## src/id_pkg.sv

```systemverilog
`default_nettype none

package id_pkg;

    // Instruction word and the fields carved out of it
    typedef logic [23:0] instr_t;
    typedef logic [7:0]  opc_t;
    typedef logic [3:0]  opclass_t;
    typedef logic [3:0]  gp_idx_t;
    typedef logic [1:0]  sr_idx_t;
    typedef logic [3:0]  cc_t;

    // Immediate widths used by the encodings
    typedef logic [9:0]  imm10_t;
    typedef logic [11:0] imm12_t;
    typedef logic [13:0] imm14_t;
    typedef logic [15:0] imm16_t;

    // Special register indices
    localparam sr_idx_t SR_LR = 2'd1;
    localparam sr_idx_t SR_FL = 2'd2;

    // Opcode classes, upper nibble of the opcode
    localparam opclass_t OPCLASS_UR  = 4'h0;
    localparam opclass_t OPCLASS_UI  = 4'h1;
    localparam opclass_t OPCLASS_SR  = 4'h2;
    localparam opclass_t OPCLASS_SI  = 4'h3;
    localparam opclass_t OPCLASS_BR  = 4'h7;
    localparam opclass_t OPCLASS_SPR = 4'hF;

    // Class 0, unsigned register ops
    localparam opc_t OPC_MOVUR   = 8'h00;
    localparam opc_t OPC_ADDUR   = 8'h01;
    localparam opc_t OPC_SUBUR   = 8'h02;
    localparam opc_t OPC_CMPUR   = 8'h03;
    localparam opc_t OPC_TSTUR   = 8'h04;

    // Class 1, unsigned immediate ops
    localparam opc_t OPC_MOVUI   = 8'h10;
    localparam opc_t OPC_ADDUI   = 8'h11;
    localparam opc_t OPC_CMPUI   = 8'h12;

    // Class 2, signed register ops
    localparam opc_t OPC_ADDSR   = 8'h20;
    localparam opc_t OPC_SUBSR   = 8'h21;
    localparam opc_t OPC_CMPSR   = 8'h22;

    // Class 3, signed immediate ops
    localparam opc_t OPC_MOVSI   = 8'h30;
    localparam opc_t OPC_ADDSI   = 8'h31;
    localparam opc_t OPC_SUBSI   = 8'h32;

    // Class 7, branches and conditional move
    localparam opc_t OPC_JCCUI   = 8'h70;
    localparam opc_t OPC_BCCSR   = 8'h71;
    localparam opc_t OPC_BCCSO   = 8'h72;
    localparam opc_t OPC_BALSO   = 8'h73;
    localparam opc_t OPC_MCCUR   = 8'h74;

    // Class F, special register ops
    localparam opc_t OPC_SRMOVUR = 8'hF0;
    localparam opc_t OPC_SRADDSI = 8'hF1;
    localparam opc_t OPC_SRJCCSO = 8'hF2;
    localparam opc_t OPC_SYSCALL = 8'hF3;
    localparam opc_t OPC_KRET    = 8'hF4;

endpackage

`default_nettype wire

```

## src/id_decode_if.sv

```systemverilog
`timescale 1ns/1ps
`default_nettype none

interface id_decode_if;
    import id_pkg::*;

    // Presence, write-enable and signedness flags
    logic sgn_en;
    logic imm_en;
    logic has_src_gp;
    logic tgt_gp_we;
    logic has_tgt_gp;
    logic has_src_sr;
    logic tgt_sr_we;
    logic has_tgt_sr;
    logic uses_flags;

    // Extracted fields
    imm10_t  imm10;
    imm12_t  imm12;
    imm14_t  imm14;
    imm16_t  imm16;
    cc_t     cc;
    gp_idx_t src_gp;
    gp_idx_t tgt_gp;
    sr_idx_t src_sr;
    sr_idx_t tgt_sr;

    modport classifier (
        output sgn_en, imm_en, has_src_gp, tgt_gp_we, has_tgt_gp,
        output has_src_sr, tgt_sr_we, has_tgt_sr, uses_flags
    );

    modport extractor (
        input  sgn_en, imm_en, has_src_gp, tgt_gp_we, has_tgt_gp,
        input  has_src_sr, tgt_sr_we, has_tgt_sr, uses_flags,
        output imm10, imm12, imm14, imm16, cc, src_gp, tgt_gp, src_sr, tgt_sr
    );

    modport latch (
        input sgn_en, imm_en, has_src_gp, tgt_gp_we, has_tgt_gp,
        input has_src_sr, tgt_sr_we, has_tgt_sr, uses_flags,
        input imm10, imm12, imm14, imm16, cc, src_gp, tgt_gp, src_sr, tgt_sr
    );

endinterface

`default_nettype wire

```

## src/id_opcode_classifier.sv

```systemverilog
`timescale 1ns/1ps
`default_nettype none

module id_opcode_classifier (
    input  id_pkg::instr_t    instr,
    id_decode_if.classifier   dec
);
    import id_pkg::*;

    opc_t       opc;
    opclass_t   opclass;
    logic [3:0] subop;
    logic       op_valid;
    logic       cls_ui;
    logic       cls_sr;
    logic       cls_si;
    logic       tgt_gp_we;
    logic       tgt_sr_we;
    logic       uses_flags;

    assign opc     = instr[23:16];
    assign opclass = opc[7:4];
    assign subop   = opc[3:0];

    // Only the low sub-opcodes of each populated class are defined
    always_comb begin
        case (opclass)
            OPCLASS_UR, OPCLASS_BR, OPCLASS_SPR: op_valid = (subop <= 4'h4);
            OPCLASS_UI, OPCLASS_SR, OPCLASS_SI:  op_valid = (subop <= 4'h2);
            default:                             op_valid = 1'b0;
        endcase
    end

    // Whole-class tests, gated so holes in a class decode to nothing
    assign cls_ui = op_valid && (opclass == OPCLASS_UI);
    assign cls_sr = op_valid && (opclass == OPCLASS_SR);
    assign cls_si = op_valid && (opclass == OPCLASS_SI);

    assign dec.sgn_en = cls_sr || cls_si ||
                        (opc == OPC_BCCSR)   || (opc == OPC_BCCSO) ||
                        (opc == OPC_BALSO)   || (opc == OPC_SRJCCSO) ||
                        (opc == OPC_SRADDSI);

    assign dec.imm_en = cls_ui || cls_si ||
                        (opc == OPC_JCCUI)   || (opc == OPC_BCCSO) ||
                        (opc == OPC_BALSO)   || (opc == OPC_SRJCCSO) ||
                        (opc == OPC_SRADDSI) || (opc == OPC_SYSCALL);

    // Compares keep the target field but never write it
    assign tgt_gp_we = (opc == OPC_MOVUR) || (opc == OPC_ADDUR) || (opc == OPC_SUBUR) ||
                       (cls_ui && (opc != OPC_CMPUI)) ||
                       (cls_sr && (opc != OPC_CMPSR)) ||
                       cls_si || (opc == OPC_MCCUR);

    assign dec.tgt_gp_we  = tgt_gp_we;
    assign dec.has_tgt_gp = tgt_gp_we ||
                            (opc == OPC_CMPUR) || (opc == OPC_TSTUR) ||
                            (opc == OPC_CMPUI) || (opc == OPC_CMPSR) ||
                            (opc == OPC_BCCSR);

    assign dec.has_src_gp = (opc == OPC_MOVUR) || (opc == OPC_ADDUR) ||
                            (opc == OPC_SUBUR) || (opc == OPC_CMPUR) ||
                            cls_sr || (opc == OPC_MCCUR);

    // Flag consumers read SR[FL] implicitly
    assign uses_flags = (opc == OPC_JCCUI) || (opc == OPC_BCCSR) || (opc == OPC_BCCSO) ||
                        (opc == OPC_BALSO) || (opc == OPC_SRJCCSO) || (opc == OPC_MCCUR);

    assign dec.uses_flags = uses_flags;
    assign dec.has_src_sr = (opc == OPC_SRMOVUR) || (opc == OPC_SRJCCSO) || uses_flags;

    // SYSCALL writes the return address into LR
    assign tgt_sr_we = (opc == OPC_SRMOVUR) || (opc == OPC_SRADDSI) || (opc == OPC_SYSCALL);

    assign dec.tgt_sr_we  = tgt_sr_we;
    assign dec.has_tgt_sr = tgt_sr_we || (opc == OPC_SRJCCSO);

endmodule

`default_nettype wire

```

## src/id_field_extract.sv

```systemverilog
`timescale 1ns/1ps
`default_nettype none

module id_field_extract (
    input  id_pkg::instr_t    instr,
    id_decode_if.extractor    dec
);
    import id_pkg::*;

    opc_t    opc;
    imm10_t  imm10;
    imm12_t  imm12;
    imm14_t  imm14;
    imm16_t  imm16;
    cc_t     cc;
    sr_idx_t tgt_sr;
    sr_idx_t src_sr;

    assign opc = instr[23:16];

    // One immediate width per opcode, the others stay zero
    always_comb begin
        imm10 = '0;
        imm12 = '0;
        imm14 = '0;
        imm16 = '0;
        case (opc)
            OPC_MOVUI, OPC_ADDUI, OPC_CMPUI,
            OPC_MOVSI, OPC_ADDSI, OPC_SUBSI,
            OPC_JCCUI, OPC_BCCSO, OPC_SYSCALL: begin
                imm12 = instr[11:0];
            end
            OPC_SRADDSI: begin
                imm14 = instr[13:0];
            end
            OPC_SRJCCSO: begin
                imm10 = instr[9:0];
            end
            OPC_BALSO: begin
                imm16 = instr[15:0];
            end
            default: begin
                imm12 = '0;
            end
        endcase
    end

    // Condition code position differs per encoding
    always_comb begin
        case (opc)
            OPC_JCCUI, OPC_BCCSO: cc = instr[15:12];
            OPC_BCCSR:            cc = instr[11:8];
            OPC_SRJCCSO:          cc = instr[13:10];
            OPC_MCCUR:            cc = instr[7:4];
            default:              cc = '0;
        endcase
    end

    // LR is implied by SYSCALL and KRET regardless of the encoded bits
    always_comb begin
        if ((opc == OPC_SYSCALL) || (opc == OPC_KRET)) begin
            tgt_sr = SR_LR;
        end else if (dec.has_tgt_sr) begin
            tgt_sr = instr[15:14];
        end else begin
            tgt_sr = '0;
        end
    end

    // Flag consumers always read FL
    always_comb begin
        if (dec.uses_flags) begin
            src_sr = SR_FL;
        end else if (dec.has_src_sr) begin
            src_sr = instr[13:12];
        end else begin
            src_sr = '0;
        end
    end

    assign dec.imm10  = imm10;
    assign dec.imm12  = imm12;
    assign dec.imm14  = imm14;
    assign dec.imm16  = imm16;
    assign dec.cc     = cc;
    assign dec.tgt_sr = tgt_sr;
    assign dec.src_sr = src_sr;

    // GP indices only when the field is present
    assign dec.tgt_gp = dec.has_tgt_gp ? instr[15:12] : '0;
    assign dec.src_gp = dec.has_src_gp ? instr[11:8]  : '0;

endmodule

`default_nettype wire

```

## src/id_stage_latch.sv

```systemverilog
`timescale 1ns/1ps
`default_nettype none

module id_stage_latch #(
    parameter int ADDR_W = 16
) (
    input  logic                iw_clk,
    input  logic                iw_rst,
    input  logic                flush,
    input  logic                stall,
    input  logic [ADDR_W-1:0]   pc_in,
    input  id_pkg::instr_t      instr_in,
    id_decode_if.latch          dec,
    output logic [ADDR_W-1:0]   pc_q,
    output id_pkg::instr_t      instr_q,
    output id_pkg::opc_t        opc_q,
    output logic                sgn_en,
    output logic                imm_en,
    output id_pkg::imm10_t      imm10,
    output id_pkg::imm12_t      imm12,
    output id_pkg::imm14_t      imm14,
    output id_pkg::imm16_t      imm16,
    output id_pkg::cc_t         cc,
    output logic                has_src_gp,
    output id_pkg::gp_idx_t     src_gp,
    output id_pkg::gp_idx_t     tgt_gp,
    output logic                tgt_gp_we,
    output logic                has_src_sr,
    output id_pkg::sr_idx_t     src_sr,
    output id_pkg::sr_idx_t     tgt_sr,
    output logic                tgt_sr_we
);

    // Flush overrides stall and loads a bubble
    always_ff @(posedge iw_clk or posedge iw_rst) begin
        if (iw_rst) begin
            pc_q       <= '0;
            instr_q    <= '0;
            sgn_en     <= 1'b0;
            imm_en     <= 1'b0;
            imm10      <= '0;
            imm12      <= '0;
            imm14      <= '0;
            imm16      <= '0;
            cc         <= '0;
            has_src_gp <= 1'b0;
            src_gp     <= '0;
            tgt_gp     <= '0;
            tgt_gp_we  <= 1'b0;
            has_src_sr <= 1'b0;
            src_sr     <= '0;
            tgt_sr     <= '0;
            tgt_sr_we  <= 1'b0;
        end else if (flush || !stall) begin
            pc_q       <= flush ? '0   : pc_in;
            instr_q    <= flush ? '0   : instr_in;
            sgn_en     <= flush ? 1'b0 : dec.sgn_en;
            imm_en     <= flush ? 1'b0 : dec.imm_en;
            imm10      <= flush ? '0   : dec.imm10;
            imm12      <= flush ? '0   : dec.imm12;
            imm14      <= flush ? '0   : dec.imm14;
            imm16      <= flush ? '0   : dec.imm16;
            cc         <= flush ? '0   : dec.cc;
            has_src_gp <= flush ? 1'b0 : dec.has_src_gp;
            src_gp     <= flush ? '0   : dec.src_gp;
            tgt_gp     <= flush ? '0   : dec.tgt_gp;
            tgt_gp_we  <= flush ? 1'b0 : dec.tgt_gp_we;
            has_src_sr <= flush ? 1'b0 : dec.has_src_sr;
            src_sr     <= flush ? '0   : dec.src_sr;
            tgt_sr     <= flush ? '0   : dec.tgt_sr;
            tgt_sr_we  <= flush ? 1'b0 : dec.tgt_sr_we;
        end
    end

    // Opcode follows the latched instruction, so it tracks reset and flush too
    assign opc_q = instr_q[23:16];

endmodule

`default_nettype wire

```

## src/id_stage.sv

```systemverilog
`timescale 1ns/1ps
`default_nettype none

module id_stage #(
    parameter int ADDR_W = 16
) (
    input  logic                iw_clk,
    input  logic                iw_rst,
    input  logic [ADDR_W-1:0]   pc,
    input  id_pkg::instr_t      instr,
    input  logic                flush,
    input  logic                stall,
    output logic [ADDR_W-1:0]   pc_q,
    output id_pkg::instr_t      instr_q,
    output id_pkg::opc_t        opc_q,
    output logic                sgn_en,
    output logic                imm_en,
    output id_pkg::imm10_t      imm10,
    output id_pkg::imm12_t      imm12,
    output id_pkg::imm14_t      imm14,
    output id_pkg::imm16_t      imm16,
    output id_pkg::cc_t         cc,
    output logic                has_src_gp,
    output id_pkg::gp_idx_t     src_gp,
    output id_pkg::gp_idx_t     tgt_gp,
    output logic                tgt_gp_we,
    output logic                has_src_sr,
    output id_pkg::sr_idx_t     src_sr,
    output id_pkg::sr_idx_t     tgt_sr,
    output logic                tgt_sr_we
);

    // Decoded bundle between the combinational decode and the stage register
    id_decode_if dec_bus ();

    id_opcode_classifier u_classifier (
        .instr (instr),
        .dec   (dec_bus)
    );

    id_field_extract u_extract (
        .instr (instr),
        .dec   (dec_bus)
    );

    id_stage_latch #(
        .ADDR_W (ADDR_W)
    ) u_latch (
        .iw_clk     (iw_clk),
        .iw_rst     (iw_rst),
        .flush      (flush),
        .stall      (stall),
        .pc_in      (pc),
        .instr_in   (instr),
        .dec        (dec_bus),
        .pc_q       (pc_q),
        .instr_q    (instr_q),
        .opc_q      (opc_q),
        .sgn_en     (sgn_en),
        .imm_en     (imm_en),
        .imm10      (imm10),
        .imm12      (imm12),
        .imm14      (imm14),
        .imm16      (imm16),
        .cc         (cc),
        .has_src_gp (has_src_gp),
        .src_gp     (src_gp),
        .tgt_gp     (tgt_gp),
        .tgt_gp_we  (tgt_gp_we),
        .has_src_sr (has_src_sr),
        .src_sr     (src_sr),
        .tgt_sr     (tgt_sr),
        .tgt_sr_we  (tgt_sr_we)
    );

endmodule

`default_nettype wire

```

## config.mk

```make
export PLATFORM = sky130hd
export DESIGN_NAME = id_stage
export DESIGN_NICKNAME = d
export VERILOG_FILES = /design/src/id_pkg.sv /design/src/id_decode_if.sv /design/src/id_opcode_classifier.sv /design/src/id_field_extract.sv /design/src/id_stage_latch.sv /design/src/id_stage.sv
export SDC_FILE = /design/constraint.sdc
export NUM_CORES = 1
export LEC_CHECK = 0
export BUFFER_PORTS_ARGS = -buffer_cell sky130_fd_sc_hd__buf_2
export CAP_MARGIN = 20
export CORE_AREA = 2 2 126 128
export CTS_CLUSTER_DIAMETER = 200
export DETAILED_ROUTE_END_ITERATION = 10
export DIE_AREA = 0 0 128 130
export GPL_ROUTABILITY_DRIVEN = 0
export PLACE_DENSITY = 0.64
export SLEW_MARGIN = 25
export SYNTH_ARGS = -nofsm -noshare
export SYNTH_HDL_FRONTEND = slang
export SYNTH_HIERARCHICAL = 1
export SYNTH_SLANG_ARGS = --single-unit
```

## constraint.sdc

```tcl
create_clock -name iw_clk -period 4 [get_ports iw_clk]
set_clock_uncertainty 0.1 [all_clocks]
set_input_delay 0.8 -clock iw_clk [delete_from_list [all_inputs] [get_ports iw_clk]]
set_output_delay 0.8 -clock iw_clk [all_outputs]
set_load 0.05 [all_outputs]
```

# [Yosys cells after proc, flatten, opt, wreduce, memory -nomap -nowiden]
# Cells that the tools add are included.
[totals] out_inout_bits=122 register_bits=114 word_cells=127
[op_classes] n_reduce_logical=51 mux=29 eq_ne=28 order_cmp=2
[op_table] cell="$mux 16" count=3
[op_table] cell="$eq 8x7->1 const B" count=5
[op_table] cell="$eq 8x8->1 const B" count=5
[op_table] cell="$logic_or 1x1->1" count=39
[op_table] cell="$eq 8x6->1 const B" count=4
[op_table] cell="$mux 14" count=2
[op_table] cell="$eq 8x5->1 const B" count=3
[op_table] cell="$mux 12" count=2
[op_table] cell="$mux 24" count=1
[op_table] cell="$mux 10" count=2
[op_table] cell="$mux 4" count=5
[op_table] cell="$eq 8x2->1 const B" count=2
[op_table] cell="$pmux 4 s4" count=1
[op_table] cell="$mux 2" count=6
[op_table] cell="$reduce_or 9->1" count=1
[op_table] cell="$eq 4x2->1 const B" count=2
[op_table] cell="$eq 8x1->1 const B" count=1
[op_table] cell="$eq 8x3->1 const B" count=1
[op_table] cell="$logic_not 8->1" count=1
[op_table] cell="$ne 8x5->1 const B" count=1
[op_table] cell="$ne 8x6->1 const B" count=1
[op_table] cell="$mux 1" count=6
[op_table] cell="$reduce_or 3->1" count=2
[op_table] cell="$logic_and 1x1->1" count=5
[op_table] cell="other kinds (9)" count=9

# [Longest topological paths before layout]
[logic_depth] ltp_word=16 ltp_mapped=9 depth_no_buf=8

# [Modules after synthesis]
# The synthesis kept the hierarchy.
[by_module_without_submodules] mod="id_stage_latch" cells_per_inst=377 area_per_inst_um2=4717.0 seq_area_each_um2=2852.7 n_inst=1
[by_module_without_submodules] mod="id_field_extract" cells_per_inst=141 area_per_inst_um2=1019.7 seq_area_each_um2=0.0 n_inst=1
[by_module_without_submodules] mod="id_opcode_classifier" cells_per_inst=55 area_per_inst_um2=382.9 seq_area_each_um2=0.0 n_inst=1

# [Least setup slack after synthesis]
# OpenSTA, ideal clock, no wires.
[synth_timing] path_kind="input port to flip-flop" startpoint="input port instr[21]" endpoint="register u_latch.tgt_gp[0]" path_stages=8 arrival_time_ns=2.069 n_path_buf=1 slack_ns=1.699 setup_time_ns=0.132 path_cell_list="buf_4 and4b_2 a2bb2oi_1 o211ai_1 a211o_2 and2_1 mux2i_1 nor2_1"
[synth_via] elab_chain_len=16
[synth_lines] item="start, declared" line="id_stage.sv:10" source="input id_pkg::instr_t instr,"
[synth_lines] item="$eq 4x2->1, or another cell as far along" line="id_opcode_classifier.sv:27, id_opcode_classifier.sv:37"
[synth_lines] item="$reduce_or 3->1" line="id_opcode_classifier.sv:27" source="case (opclass)"
[synth_lines] item="$pmux 1 s2" line="id_opcode_classifier.sv:27"
[synth_lines] item="$logic_and 1x1->1" line="id_opcode_classifier.sv:35" source="assign cls_ui = op_valid && (opclass == OPCLASS_UI);"
[synth_lines] item="$logic_and 1x1->1" line="id_opcode_classifier.sv:51" source="(cls_ui && (opc != OPC_CMPUI)) ||"
[synth_lines] item="$logic_or 1x1->1" line="id_opcode_classifier.sv:50" source="assign tgt_gp_we = (opc == OPC_MOVUR) || (opc == OPC_ADDUR) || (opc == OPC_SUBUR) ||"
[synth_lines] item="$logic_or 1x1->1" line="id_opcode_classifier.sv:51"
[synth_lines] item="$logic_or 1x1->1" line="id_opcode_classifier.sv:52" source="(cls_sr && (opc != OPC_CMPSR)) ||"
[synth_lines] item="$logic_or 1x1->1" line="id_opcode_classifier.sv:53" source="cls_si || (opc == OPC_MCCUR);"
[synth_lines] item="$logic_or 1x1->1" line="id_opcode_classifier.sv:56" source="assign dec.has_tgt_gp = tgt_gp_we ||"
[synth_lines] item="$logic_or 1x1->1 (2 in series)" line="id_opcode_classifier.sv:57" source="(opc == OPC_CMPUR) || (opc == OPC_TSTUR) ||"
[synth_lines] item="$logic_or 1x1->1" line="id_opcode_classifier.sv:58" source="(opc == OPC_CMPUI) || (opc == OPC_CMPSR) ||"
[synth_lines] item="$logic_or 1x1->1 *" line="id_opcode_classifier.sv:58"
[synth_lines] item="named net dec_bus.has_tgt_gp" line="id_decode_if.sv:12" source="logic has_tgt_gp;"
[synth_lines] item="$mux 4 *" line="id_field_extract.sv:90" source="assign dec.tgt_gp = dec.has_tgt_gp ? instr[15:12] : '0;"
[synth_lines] item="named net dec_bus.tgt_gp[0]" line="id_decode_if.sv:25" source="gp_idx_t tgt_gp;"
[synth_lines] item="$mux 4 *" line="id_stage_latch.sv:66" source="tgt_gp <= flush ? '0 : dec.tgt_gp;"
[synth_lines] item="end signal, assigned" line="id_stage_latch.sv:66"
[synth_lines] item="end, declared" line="id_stage_latch.sv:26" source="output id_pkg::gp_idx_t tgt_gp,"
# The timed path passes the listed nets; every way through them passes the cells marked *.
# A chain may end at the register's enable or synchronous reset.

# [Worst setup path in the final report]
[layout_timing] startpoint="input port instr[16]" endpoint="register u_latch.tgt_gp[2]"
[layout_via] elab_chain_len=15
[layout_lines] item="$le 4x2->1 / $le 4x3->1 (equally long branches)" line="id_opcode_classifier.sv:29, id_opcode_classifier.sv:28"
[layout_lines] item="$pmux 1 s2" line="id_opcode_classifier.sv:27"
[layout_lines] item="$logic_and 1x1->1" line="id_opcode_classifier.sv:35"
[layout_lines] item="$logic_and 1x1->1" line="id_opcode_classifier.sv:51"
[layout_lines] item="$logic_or 1x1->1" line="id_opcode_classifier.sv:50"
[layout_lines] item="$logic_or 1x1->1" line="id_opcode_classifier.sv:51"
[layout_lines] item="$logic_or 1x1->1" line="id_opcode_classifier.sv:52"
[layout_lines] item="$logic_or 1x1->1" line="id_opcode_classifier.sv:53"
[layout_lines] item="$logic_or 1x1->1" line="id_opcode_classifier.sv:56"
[layout_lines] item="$logic_or 1x1->1 (2 in series)" line="id_opcode_classifier.sv:57"
[layout_lines] item="$logic_or 1x1->1" line="id_opcode_classifier.sv:58"
[layout_lines] item="$logic_or 1x1->1 *" line="id_opcode_classifier.sv:58"
[layout_lines] item="named net dec_bus.has_tgt_gp" line="id_decode_if.sv:12"
[layout_lines] item="$mux 4 *" line="id_field_extract.sv:90"
[layout_lines] item="named net dec_bus.tgt_gp[2]" line="id_decode_if.sv:25"
[layout_lines] item="$mux 4 *" line="id_stage_latch.sv:66"
# Marks and branches as above.

==> results.cfg <==
[layout]
utilization_pct = 48.2
layout.nets = 751
regArea_mm2 = 0.00285
syn_to_final_growth_pct = 21.5
multi_input_area_mm2 = 0.00279
layout_common_cells = buf_2, nor2_1, mux2i_1
layout_commonest_cell = buf_2
layout-drive-gt1-share_pct = 30.6
n_antenna_cell = 0
fillers = 1407

[timing]
fmax_mhz = 392
hold_ws_ns = 0.417
layout_worst_path_cycle_share_pct = 63.7
layout_min_cycle_time_ns = 2.55
setup_violations = 0
relSlewSlack_pct = 44.1
tightest_slew_ns = 0.839
rsz0062_at_grt = no
setup_tns_ns = 0
maxSlewViolCount = 0
hold_viol_final = 0

[logic_synthesis]
synthCells = 573
synth-seq-cells = 114
yosysWarnings = 6
yosysTopAreaCellShare_pct = 46.6
syn_area_per_cell_um2 = 10.7
synthDistinctLibCells = 55
syn_area_mm2 = 0.00612
ys_seq_area_share_pct = 46.6
synthTopCellsByArea = dfrtp_1, mux2i_1, nor2_1
yosysTopAreaCell = dfrtp_1
syn_nets = 617

[clock_network]
cts_resized = 0
clkTransAtPathRegs_ns = 0.05
clk_latency_ns = 0.41
cts_tree = built
hold_buffers = 0
cts_buffers = 17
cts-root-buf = clkbuf_16
post_cts_buffers = 0
ctsHtreeMaxLevel = 4
clockBufferDepth = 2
cts.sinks = 114

[setup_path]
worstPathArrival_ns = 2.71
crit-reg2reg-launch = u_latch/cc[3]
endpoint_kind = flop
crit_cells = 8
worstRegToRegCells = 2
cpMaxStageDelayCell = buf_2
ff2ff_setup_slack_ns = 3.11
path_max_fanout = 33
worstSetupStartpointType = input pin
cp-endpoint = u_latch/tgt_gp[2]
cp_num_buf_inv = 1
worstPathCellList = buf_2 -> a211o_1 -> a2bb2oi_1 -> o211ai_1 -> a211o_2 -> and2_1 -> mux2i_1 -> nor2_1
crit_type = in2reg
critPathTopFamily = compound AO/OA/AOI/OAI gates
cp-startpoint = instr[16]
cp.required_ns = 4.16
worst_r2r_endpoint = u_latch/cc[3]
slowest_delay_ns = 0.46

[detailed_routing]
dr.pass1.iters = 5
vias = 4774
drt_iter0_drc = 282
drc = 0
avgViaCountPerCell = 5.23
post_drt_wl_per_cell_um = 18.3
wirelength_mm = 16.7
antenna_left = 0

[global_route]
grt.overflow.total = 0
grt_util_all_layers_pct = 20.4
grt_max_degree = 115
antenna_found_initial = 0
grt_pass1_vias = 4713
grt_pass1_wl_mm = 25.9

[job]
maxCapViolCount = 0

[placement]
portBuffers = 165
hpwl_mm = 11.0

[die]
coreArea_mm2 = 0.0154
die_h_um = 130
die_w_um = 128
start_util_pct = 39.7
die_area_mm2 = 0.0166
top_level_ports = 166
rows = 46

[pwr]
powerDensity_mw_per_mm2 = 428
cellLeakagePower_nw = 4.04
irDropWorstVdd_mv = 0.256

[run_status]
outcome = complete, no violations

[min_path]
hp-class = in2async
[final cells by class]
type                    count  share of cell area (%)
clock buffers              22                    6.24
repair buffers            169                    12.0
multi-input cells         396                    37.6
clock inverters            10                    2.10
flip-flops and latches    114                    38.4
well taps                 192                    3.23
inverters                   9                   0.488
[kinds of logic after synthesis]
family,after synthesis,share of synthesized area (%)
AND/OR/NAND/NOR,237,19.7
multiplexers,118,19.3
flip-flops,114,46.6
buffers and inverters,63,7.79
AO/OA/AOI/OAI,39,6.32
XOR/XNOR,2,0.286
[metrics by stage]
step | worst slack (ns) | cells | power, mW | cell area (um2)
floorplan | 0.0843 | 573 | 1.52 | 6120
global placement | 1.27 | 880 | 1.60 | 6810
detailed placement | 1.11 | 880 | 1.61 | 6820
CTS | 1.54 | 912 | 3.22 | 7440
global route | 1.41 | 912 | 3.30 | 7440
finish | 1.45 | 912 | 3.18 | 7440
[power by group]
| part | internal, mW | switching [mW] | total, mW |
|---|---|---|---|
| logic | 0.108 | 0.287 | 0.395 |
| clock network | 1.07 | 0.520 | 1.59 |
| registers | 1.18 | 0.0149 | 1.20 |
[worst min path at each step]
stage	cells past startpoint	slack, ns	startpoint	to
after global routing	2	0.44	u_latch/instr_q[4]	u_latch/instr_q[4]
after CTS	2	0.42	u_latch/instr_q[4]	u_latch/instr_q[4]
after detailed placement	2	0.41	u_latch/instr_q[4]	u_latch/instr_q[4]
final	2	0.42	iw_rst	u_latch/pc_q[2]
after global placement	2	0.40	u_latch/instr_q[5]	u_latch/instr_q[5]
after floorplan	2	0.73	u_latch/imm16[5]	u_latch/imm16[5]
[layer usage]
metal | wire length (um) | GRT usage, % | vias up
met5 | 0 | 0 | -
met4 | 329 | 7.50 | 0
met3 | 1180 | 5.99 | 25
met2 | 7520 | 31.1 | 189
met1 | 7630 | 27.6 | 2339
li1 | - | - | 2221
[sequential cells by signal (all words and copies together) (netlist names), 2 cells and up]
name / flops
u_latch/cc: 4
u_latch/imm10: 10
u_latch/imm12: 12
u_latch/imm14: 14
u_latch/imm16: 16
u_latch/instr_q: 24
u_latch/pc_q: 16
u_latch/src_gp: 4
u_latch/src_sr: 2
u_latch/tgt_gp: 4
u_latch/tgt_sr: 2
[Yosys cell counts (all sizes together)]
library cell,n
and4b,2
nor2b,3
or3b,1
o32ai,13
or3,1
and2,48
o41a,1
o221ai,3
nor3,2
mux2i,118
nand4,5
buf,46
nor4,2
o211ai,2
inv,9
a211oi,1
a21o,1
nor2,118
a21oi,3
xor2,1
and3,5
or2,1
dfrtp,114
or4,1
xnor2,1
nor3b,6
a2bb2oi,1
o21bai,1
nand2,19
a31o,1
o21a,1
nor4bb,2
a31oi,1
nand3b,13
nand3,6
or2b,1
and3b,1
o21ai,5
a32o,2
clkbuf,8
a211o,3
Note: power is estimated with default switching activity, not from simulation.
